File: config.mk
export PLATFORM = sky130hd
export DESIGN_NAME = spi_wb_bridge_top
export DESIGN_NICKNAME = d
export VERILOG_FILES = /design/src/spi_bridge_pkg.sv /design/src/spi_byte_trx.sv /design/src/spi_cmd_decoder.sv /design/src/wb_reg_bank.sv /design/src/spi_wb_bridge_top.sv
export VERILOG_INCLUDE_DIRS = /design/src
export SDC_FILE = /design/constraint.sdc
export NUM_CORES = 1
export LEC_CHECK = 0
export BUFFER_PORTS_ARGS = -buffer_cell sky130_fd_sc_hd__buf_2
export CORE_UTILIZATION = 50
export DETAILED_ROUTE_END_ITERATION = 16
export PLACE_DENSITY = 0.76
export SLEW_MARGIN = 15
export SYNTH_ARGS = -nofsm -noshare
export SYNTH_HDL_FRONTEND = slang
export SYNTH_SLANG_ARGS = --single-unit
File: constraint.sdc
create_clock -name clk -period 2.18 [get_ports clk]
set_input_delay 0.109 -clock clk [delete_from_list [all_inputs] [get_ports clk]]
set_output_delay 0.109 -clock clk [all_outputs]
set_load 0.01 [all_outputs]
File: src/spi_bridge_defines.svh
`ifndef SPI_BRIDGE_DEFINES_SVH
`define SPI_BRIDGE_DEFINES_SVH

// ************************************************
// device and register bank constants
// ************************************************

`define SPI_DEVICE_ID 8'hA5  // first byte returned in every frame.

`define REG_COUNT     16     // number of byte registers in the bank.

`define REG_ADDR_W    4      // width of a register address.

`endif

File: src/spi_bridge_pkg.sv
`include "spi_bridge_defines.svh"

package spi_bridge_pkg;

    // ************************************************
    // wishbone classic request and response
    // ************************************************
    typedef struct packed {
        logic                   cyc;
        logic                   stb;
        logic                   we;
        logic [`REG_ADDR_W-1:0] adr;
        logic [7:0]             dat;  // write data.
    } wb_req_t;

    typedef struct packed {
        logic       ack;
        logic [7:0] dat;  // read data, valid while ack is high.
    } wb_rsp_t;

    typedef struct packed {
        logic       valid;  // one-cycle strobe.
        logic [7:0] data;
    } spi_byte_t;

    typedef enum logic {OP_READ = 1'b0, OP_WRITE = 1'b1} cmd_op_t;

    typedef enum logic [1:0] {DEC_CMD, DEC_DATA, DEC_BUS} dec_state_t;

endpackage

File: src/spi_byte_trx.sv
`timescale 1ns/1ps

module spi_byte_trx (
    input  logic                      clk,
    input  logic                      rst_i,
    input  logic                      sck_i,
    input  logic                      ss_i,
    input  logic                      mosi_i,
    input  spi_bridge_pkg::spi_byte_t tx_i,
    output logic                      miso_o,
    output logic                      frame_start_o,
    output spi_bridge_pkg::spi_byte_t rx_o
);

    logic [1:0] sck_hist;
    logic [1:0] ss_hist;
    logic [1:0] mosi_hist;
    logic       ss_negedge;
    logic       ss_active;
    logic       sck_posedge;
    logic       sck_negedge;
    logic [2:0] rise_cnt;
    logic [2:0] fall_cnt;
    logic       rise8;
    logic       fall8;
    logic       rise8_dly;
    logic [7:0] shift_in;
    logic       rx_valid_q;
    logic [7:0] rx_data_q;
    logic [7:0] tx_latch;
    logic [7:0] shift_out;
    logic       first_pending;

    // ************************************************
    // input history and edge detection
    // ************************************************
    always_ff @(posedge clk) begin
        if (rst_i) begin
            sck_hist <= 2'b00;
            ss_hist  <= 2'b11;  // idle high so reset never looks like a frame start.
        end else begin
            sck_hist <= {sck_hist[0], sck_i};
            ss_hist  <= {ss_hist[0], ss_i};
        end
        mosi_hist <= {mosi_hist[0], mosi_i};
    end

    assign ss_negedge  = (ss_hist == 2'b10);
    assign ss_active   = ~ss_hist[0];
    assign sck_posedge = ss_active && (sck_hist == 2'b01);
    assign sck_negedge = ss_active && (sck_hist == 2'b10);

    // separate edge counters, both restarted by each frame.
    always_ff @(posedge clk) begin
        if (rst_i || ss_negedge) begin
            rise_cnt <= '0;
            fall_cnt <= '0;
        end else begin
            if (sck_posedge) rise_cnt <= rise_cnt + 1'b1;
            if (sck_negedge) fall_cnt <= fall_cnt + 1'b1;
        end
    end

    assign rise8 = sck_posedge && (rise_cnt == 3'd7);
    assign fall8 = sck_negedge && (fall_cnt == 3'd7);

    // ************************************************
    // receive path
    // ************************************************
    always_ff @(posedge clk) begin
        if (sck_posedge) shift_in <= {shift_in[6:0], mosi_hist[1]};  // msb first.
        if (rise8_dly) rx_data_q <= shift_in;
    end

    always_ff @(posedge clk) begin
        if (rst_i) begin
            rise8_dly     <= 1'b0;
            rx_valid_q    <= 1'b0;
            frame_start_o <= 1'b0;
        end else begin
            rise8_dly     <= rise8;       // lets the eighth bit land in shift_in.
            rx_valid_q    <= rise8_dly;
            frame_start_o <= ss_negedge;
        end
    end

    assign rx_o = '{valid: rx_valid_q, data: rx_data_q};

    // ************************************************
    // transmit path
    // ************************************************
    always_ff @(posedge clk) begin
        if (tx_i.valid) tx_latch <= tx_i.data;
    end

    // the identifier is offered after the SS edge, so it goes straight to the shifter.
    always_ff @(posedge clk) begin
        if (rst_i) begin
            first_pending <= 1'b0;
            shift_out     <= '0;
        end else begin
            if (ss_negedge) first_pending <= 1'b1;
            else if (sck_negedge) first_pending <= 1'b0;
            if (ss_negedge || fall8) shift_out <= tx_latch;
            else if (tx_i.valid && first_pending) shift_out <= tx_i.data;
            else if (sck_negedge) shift_out <= {shift_out[6:0], 1'b0};
        end
    end

    assign miso_o = shift_out[7];

endmodule

File: src/spi_cmd_decoder.sv
`timescale 1ns/1ps
`include "spi_bridge_defines.svh"

module spi_cmd_decoder (
    input  logic                      clk,
    input  logic                      rst_i,
    input  logic                      frame_start_i,
    input  spi_bridge_pkg::spi_byte_t rx_i,
    input  spi_bridge_pkg::wb_rsp_t   wb_rsp_i,
    output spi_bridge_pkg::spi_byte_t tx_o,
    output spi_bridge_pkg::wb_req_t   wb_req_o
);

    import spi_bridge_pkg::*;

    dec_state_t             state;
    cmd_op_t                op;
    cmd_op_t                rx_op;
    logic [`REG_ADDR_W-1:0] addr;     // address of the byte being moved now.
    logic [`REG_ADDR_W-1:0] next_addr;
    logic                   bus_cyc;  // drives both cyc and stb.
    logic                   bus_we;
    logic [`REG_ADDR_W-1:0] bus_adr;
    logic [7:0]             bus_dat;
    logic                   tx_valid;
    logic [7:0]             tx_data;

    assign rx_op     = cmd_op_t'(rx_i.data[7]);
    assign next_addr = addr + 1'b1;  // wraps from 15 to 0.

    // ************************************************
    // frame protocol FSM
    // ************************************************
    always_ff @(posedge clk) begin
        if (rst_i) begin
            state    <= DEC_CMD;
            op       <= OP_READ;
            bus_cyc  <= 1'b0;
            tx_valid <= 1'b0;
        end else begin
            tx_valid <= 1'b0;
            if (frame_start_i) begin
                state    <= DEC_CMD;
                bus_cyc  <= 1'b0;
                tx_valid <= 1'b1;
                tx_data  <= `SPI_DEVICE_ID;  // goes out while the command comes in.
            end else begin
                case (state)
                    DEC_CMD: begin
                        if (rx_i.valid) begin
                            op      <= rx_op;
                            addr    <= rx_i.data[`REG_ADDR_W-1:0];
                            bus_adr <= rx_i.data[`REG_ADDR_W-1:0];
                            bus_we  <= 1'b0;
                            if (rx_op == OP_READ) begin
                                bus_cyc <= 1'b1;  // prefetch the first register.
                                state   <= DEC_BUS;
                            end else begin
                                state <= DEC_DATA;
                            end
                        end
                    end
                    DEC_DATA: begin
                        if (rx_i.valid) begin
                            addr    <= next_addr;
                            bus_cyc <= 1'b1;
                            state   <= DEC_BUS;
                            if (op == OP_WRITE) begin
                                bus_we  <= 1'b1;
                                bus_adr <= addr;
                                bus_dat <= rx_i.data;
                            end else begin
                                bus_we  <= 1'b0;
                                bus_adr <= next_addr;  // prefetch for the next byte.
                            end
                        end
                    end
                    DEC_BUS: begin
                        if (wb_rsp_i.ack) begin
                            bus_cyc <= 1'b0;
                            state   <= DEC_DATA;
                            if (!bus_we) begin
                                tx_valid <= 1'b1;
                                tx_data  <= wb_rsp_i.dat;
                            end
                        end
                    end
                    default: begin
                        state <= DEC_CMD;
                    end
                endcase
            end
        end
    end

    // classic cycle, so stb simply follows cyc.
    assign wb_req_o = '{cyc: bus_cyc, stb: bus_cyc, we: bus_we, adr: bus_adr, dat: bus_dat};
    assign tx_o     = '{valid: tx_valid, data: tx_data};

endmodule

File: src/wb_reg_bank.sv
`timescale 1ns/1ps
`include "spi_bridge_defines.svh"

module wb_reg_bank (
    input  logic                    clk,
    input  logic                    rst_i,
    input  spi_bridge_pkg::wb_req_t wb_req_i,
    output spi_bridge_pkg::wb_rsp_t wb_rsp_o,
    output logic [7:0]              ctrl_reg_o
);

    logic [7:0] regs [`REG_COUNT];
    logic       ack_q;
    logic [7:0] rd_dat_q;
    logic       access;

    // a new access is one not yet acknowledged.
    assign access = wb_req_i.cyc && wb_req_i.stb && !ack_q;

    // ************************************************
    // handshake and register file
    // ************************************************
    always_ff @(posedge clk) begin
        if (rst_i) begin
            ack_q <= 1'b0;
        end else begin
            ack_q <= access;  // high for exactly one cycle.
        end
    end

    always_ff @(posedge clk) begin
        if (rst_i) begin
            for (int i = 0; i < `REG_COUNT; i++) begin
                regs[i] <= '0;
            end
        end else if (access && wb_req_i.we) begin
            regs[wb_req_i.adr] <= wb_req_i.dat;  // lands on the ack edge.
        end
    end

    always_ff @(posedge clk) begin
        if (access) begin
            rd_dat_q <= regs[wb_req_i.adr];
        end
    end

    assign wb_rsp_o = '{ack: ack_q, dat: rd_dat_q};

    // register 0 is the control byte seen outside.
    assign ctrl_reg_o = regs[0];

endmodule

File: src/spi_wb_bridge_top.sv
`timescale 1ns/1ps

module spi_wb_bridge_top (
    input  logic       clk,
    input  logic       rst_i,
    input  logic       sck_i,
    input  logic       ss_i,
    input  logic       mosi_i,
    output logic       miso_o,
    output logic [7:0] ctrl_reg_o
);

    import spi_bridge_pkg::*;

    spi_byte_t rx_byte;      // received bytes towards the decoder.
    spi_byte_t tx_byte;      // next byte offered for MISO.
    logic      frame_start;
    wb_req_t   wb_req;
    wb_rsp_t   wb_rsp;

    spi_byte_trx i_trx (
        .clk          (clk),
        .rst_i        (rst_i),
        .sck_i        (sck_i),
        .ss_i         (ss_i),
        .mosi_i       (mosi_i),
        .tx_i         (tx_byte),
        .miso_o       (miso_o),
        .frame_start_o(frame_start),
        .rx_o         (rx_byte)
    );

    spi_cmd_decoder i_decoder (
        .clk          (clk),
        .rst_i        (rst_i),
        .frame_start_i(frame_start),
        .rx_i         (rx_byte),
        .wb_rsp_i     (wb_rsp),
        .tx_o         (tx_byte),
        .wb_req_o     (wb_req)
    );

    wb_reg_bank i_bank (
        .clk       (clk),
        .rst_i     (rst_i),
        .wb_req_i  (wb_req),
        .wb_rsp_o  (wb_rsp),
        .ctrl_reg_o(ctrl_reg_o)
    );

endmodule

After elaboration in Yosys (flattened, before gate mapping):

Memories as Yosys holds them, arrays and structs flattened. A register that Yosys moved wholly into a read port is not among the register bits.
Cells that the tools add are included.

* muxes and demuxes: 40
* add/subtract/negate cells: 3
* reduce and logical (&&, ||, !) cells: 25
* equality and inequality tests: 12
* bitwise gates (word level): 3

Operator list (number)
* two-way mux 8 bit: 7
* two-way mux 4 bit: 5
* two-way mux 1 bit: 19
* case mux 4 bit (2 select lines): 2
* AND reduction 5 bit: 3
* two-way mux 2 bit: 4
* inequality test 2 bit, second input constant: 4
* nonzero test 2 bit: 4
* OR reduction 8 bit: 1
* logical AND 1 bit: 7
* adder 3 x 1 -> 3 bit, second input constant: 2
* equality test 2 bit, second input constant: 3
* equality test 3 bit, second input constant: 2
* case mux 2 bit (3 select lines): 1
* AND reduction 3 bit: 2
* nonzero test 3 bit: 2
* adder 4 x 1 -> 4 bit, second input constant: 1
* equality test 2 x 1 -> 1 bit, second input constant: 2
* AND reduction 4 bit: 1
* NOT 1 bit: 3
* case mux 1 bit (3 select lines): 1
* zero test 2 bit: 1
* logical OR 1 bit: 2
* inequality test 2 x 1 -> 1 bit, second input constant: 1
* other kinds (3): 3

* output and inout bits: 9
* register bits after elaboration: 79
* word-level logic and storage cells: 107
* bits in writable memories: 128
* memories kept: 1

Memory list
* i_bank.regs: words 16, bits a word 8, read ports 2, clocked after Yosys merged registers in 1, write ports 16, line wb_reg_bank.sv:12 `` logic [7:0] regs [`REG_COUNT]; ``

Depth between registers and ports, before layout:

* depth after elaboration: 8
* mapped depth: 7

Hierarchy:

A second synthesis with hierarchy kept.

* cell total of the unflattened synthesis: 618
* area, all modules: 9243.9 um^2

By module, submodules not included
* wb_reg_bank: times used 1, cells each 394, seq. area each 4103.9 um^2, area each 6097.1 um^2
* spi_byte_trx: times used 1, cells each 135, seq. area each 1201.2 um^2, area each 1903.1 um^2
* spi_cmd_decoder: times used 1, cells each 89, seq. area each 850.8 um^2, area each 1243.7 um^2

Least setup slack after synthesis:

No wires, ideal clock.

* path type: register to register
* start point: reg i_decoder.bus_adr[1]
* end point: mem i_bank.regs[0][0], enable pin
* data required time: 1.793 ns
* clock period less this slack: 2.084 ns
* stages on the path, launching flop included: 5
* setup slack: 0.096 ns
* data arrival time: 1.698 ns
* path buffers: 1
* cells stage by stage: edfxtp_1 -> buf_6 -> nor4_2 -> nand2_1 -> o31ai_1

RTL lines
* start: declaration: line spi_cmd_decoder.sv:23 `` logic [`REG_ADDR_W-1:0] bus_adr; ``
* start signal: assignment: line spi_cmd_decoder.sv:53 `` bus_adr <= rx_i.data[`REG_ADDR_W-1:0]; ``
* start signal: assignment: line spi_cmd_decoder.sv:70 `bus_adr <= addr;`
* start signal: assignment: line spi_cmd_decoder.sv:74 `bus_adr <= next_addr;`
* end: declaration: line wb_reg_bank.sv:12

==> metrics.md <==
| Metric | Value |
|---|---|
| Detailed Place HPWL | 12.05 mm |
| Largest net degree at the start of global routing | 37 |
| Share of post-route cells with drive strength above 1 | 17.77% |
| YS warnings | 0 |
| DR WL/cell | 20.22 µm |
| CP Class | flip-flop to flip-flop |
| Yosys top cell by area | edfxtp_1 |
| Gp weighted congestion | 0.8213 |
| Leakage power | 3.561 nW |
| Max transition margin | 50.56% |
| CP delay by family, top | multiplexers |
| Hold wc startpoint | rst_i |
| Main combinational cell family by area after synthesis | simple AND/OR/NAND/NOR gates |
| Hold Path Sink | i_bank.ack_q |
| Starting Density | 51.48% |
| CTS Sinks | 215 |
| Initial antenna violation count | 0 |
| TritonRoute pass-1 iters | 6 |
| Via count | 5337 |
| CTS Root Cell | clkbuf_16 |
| Max clock buf depth | 3 |
| Synth Flop Type | edfxtp_1 |
| Setup bufs post-CTS | 0 |
| Area fraction in compound gates after synthesis | 4.954% |
| Cells after synthesis | 638 |
| Slowest CP cell | mux4_2 |
| CTS tree | done |
| Worst-margin pin slew | 0.7401 ns |
| First-pass GRT wire length | 29.15 mm |
| Worst IR Drop VDD | 0.5692 mV |
| Drt drc | 0 |
| Class of the tightest hold or removal check | input port to flip-flop |
| Die area | 18470 µm² |
| Synth top area share | 61.96% |
| Cell count of the worst reg-to-reg path | 5 |
| H-tree levels | 1 |
| Final hold vios | 0 |
| Critical path fanouts, max | 17 |
| Layout Utilization | 58.19% |
| Post-route ant nets | 0 |
| Avg Vias per Cell | 5.820 |
| Number of flops mapped to enable cells by yosys | 185 |
| P&R area growth vs syn | 13.03% |
| GRT overflow | 0 |
| Nets | 687 |
| Critical Path Source Type | flip-flop |
| Crit-path most repeated cell | buf_12 |
| Worst EP required | 2.41 ns |
| Pins Over Slew Limit | 0 |
| Adder-Cell Fraction of Synth Area | 0.6977% |
| Top cells by area, synth | edfxtp_1, dfxtp_1, nor2_1, mux4_2, mux4_1 |
| Max-cap violations | 0 |
| Overall Global Routing Usage | 21.17% |
| List of most frequent post-synthesis cells | edfxtp_1, nor2_1, nand2_1 |
| Crit path DAT | 2.21 ns |
| FF+latch count, synth | 215 |
| Synth async-reset ratio | 0% |
| Post-Synth Simple-Gate Area | 13.02% |
| Setup TNS | 0 ns |
| Critical-path cell list | buf_12 > buf_12 > mux4_2 > a22oi_1 > nand2_1 |
| Leading cell type by number of instances after synthesis | edfxtp_1 |
| Boundary Pins | 14 |
| Mapped Nets | 648 |
| R2r setup slk | 0.21 ns |
| Die Wd | 135.9 µm |
| Multiplexer share of the synthesized area | 9.364% |
| PortBufs | 13 |
| Buf/Inv on CP | 2 |
| Yosys cell types | 50 |
| Final WL | 18.54 mm |
| Layout Skew | 0.009295 ns |
| Clock-pin transition on the worst setup and hold timing paths | 0.06 ns |
| Fmax | 506.6 MHz |
| Mean Syn Cell Area | 14.05 µm² |
| Post-Syn Area | 8966 µm² |
| Worst Hold Path Cells | 3 |
| Tcrit/Tclk final | 90.54% |
| FF-to-FF End | i_bank.rd_dat_q[7] |
| Outcome | finished, final reports clean |
| CORE AREA | 17420 µm² |
| RSZ-0062 raised after global routing | no |
| Inserted Clock Buffers | 22 |
| Crit path largest cell delay | 0.50 ns |
| Die Ht | 135.9 µm |
| Vias in the first global route | 5344 |
| # setup viols final | 0 |
| N_diodes | 0 |
| Synth Area in XOR/XNOR | 0.6838% |
| Worst r2r src | i_decoder.bus_adr[0] |
| Detailed Route Iter0 Violations | 483 |
| Sequential fraction of the synthesis area | 68.66% |
| Final period demand of the worst path | 1.974 ns |
| Crit. End Element | flip-flop |
| Worst-Skew Late Latency | 0.49 ns |
| Cell row count | 48 |
| Pwr dens | 821.0 nW/µm² |
-- per-stage QoR --
stage,setup slack (ns),instances,cell area (µm²),power (mW),hold slack [ns]
floorplan,0.09577,638,8966,4.793,0.1367
global placement,0.2016,875,9428,4.873,0.2111
detailed placement,0.2039,875,9428,4.888,0.2126
CTS,0.1963,917,10130,8.376,0.03718
global route,0.05006,917,10130,8.576,0.04067
finish,0.2062,917,10130,8.321,0.03908
-- flip-flops by register name, summed over array words and instances (netlist names), 2 cells and up --
register           flops
i_decoder.state        2
i_decoder.addr         4
i_bank.rd_dat_q        8
i_trx.ss_hist          2
i_decoder.bus_adr      4
i_trx.rx_data_q        8
i_trx.mosi_hist        2
i_trx.sck_hist         2
i_trx.shift_in         8
i_decoder.tx_data      8
i_trx.tx_latch         8
i_trx.shift_out        8
i_trx.fall_cnt         3
i_bank.regs          128
i_decoder.bus_dat      8
i_trx.rise_cnt         3
-- what timing repair did --
item                                   4_1_cts  5_1_grt
endpoints found under the hold margin        3        0
gates resized for setup                      0        0
hold buffers                                 3        0
-- power by group --
part           leakage (nW)  total (mW)  switching [mW]  internal (mW)
registers              2.08        4.58          0.0402           4.54
logic                  1.15       0.221           0.131         0.0906
clock network         0.330        3.52            1.47           2.05
total                  3.56        8.32            1.64           6.68
-- cells in the final DEF, fill, tap and decap left out, types with 3 or more instances in the layout --
cell type	synthesis	final
xor2_1	3	3
nor2_1	155	155
a21oi_1	7	7
dlygate4sd3_1	0	3
o31ai_1	4	4
buf_4	2	33
nand2_1	51	51
nor2b_1	12	12
and2_1	3	3
clkinv_2	0	6
and3_1	8	8
nand4_1	8	8
o41ai_1	5	5
edfxtp_1	185	185
dfxtp_1	30	30
clkbuf_16	0	23
inv_1	6	6
buf_2	17	13
clkbuf_1	13	5
nand2b_1	5	5
nor3_1	4	4
mux4_1	10	10
a211oi_1	5	5
or2_2	6	6
mux4_2	22	22
buf_12	0	4
mux2i_1	7	7
o21ai_0	15	15
xnor2_1	4	4
ha_1	5	5
a22oi_1	16	16
-- logic make-up after synthesis --
kind of cell	Yosys count
adders and majority gates	5
xor gates and xnor gates	7
muxes	40
buffers and inverters	44
and+or+nand+nor	265
AOI/OAI and AO/OA	62
DFF	215
-- per-layer routing --
metal,GRT usage (%),vias to the layer above,routed length (µm)
met5,0,-,0
met4,8.951,0,716
met3,3.505,56,1402
met2,34.84,237,9130
met1,27.92,2611,7291
li1,-,2433,-
-- worst reg2reg max path, delay by kind of cell, from the launching register on --
| kind | cells | cell delay, ns |
|---|---|---|
| muxes | 1 | 0.51 |
| buffers and inverters | 2 | 0.41 |
| DFF | 1 | 0.40 |
| AOI/OAI and AO/OA | 1 | 0.31 |
| and+or+nand+nor | 1 | 0.08 |
-- worst max-delay path by stage --
stage                               startpoint                 end  depth (start not counted)
after detailed placement  i_decoder.bus_adr[0]  i_bank.rd_dat_q[7]                          5
after global placement    i_decoder.bus_adr[0]  i_bank.rd_dat_q[7]                          5
final                     i_decoder.bus_adr[0]  i_bank.rd_dat_q[7]                          5
after global routing      i_decoder.bus_adr[1]   i_bank.regs[1][7]                          4
after CTS                 i_decoder.bus_adr[0]  i_bank.rd_dat_q[7]                          5
after floorplan           i_decoder.bus_adr[1]   i_bank.regs[0][0]                          4
-- layout make-up --
type | count | area [µm²]
inverter | 6 | 22.52
multi-input combinational | 379 | 2575
timing repair buffer | 53 | 422.9
fill | 1302 | 7282
tap | 225 | 281.5
clock buffer | 28 | 594.3
clock inverter | 11 | 82.58
sequential | 215 | 6156
Note: power is estimated with default switching activity, not from simulation.
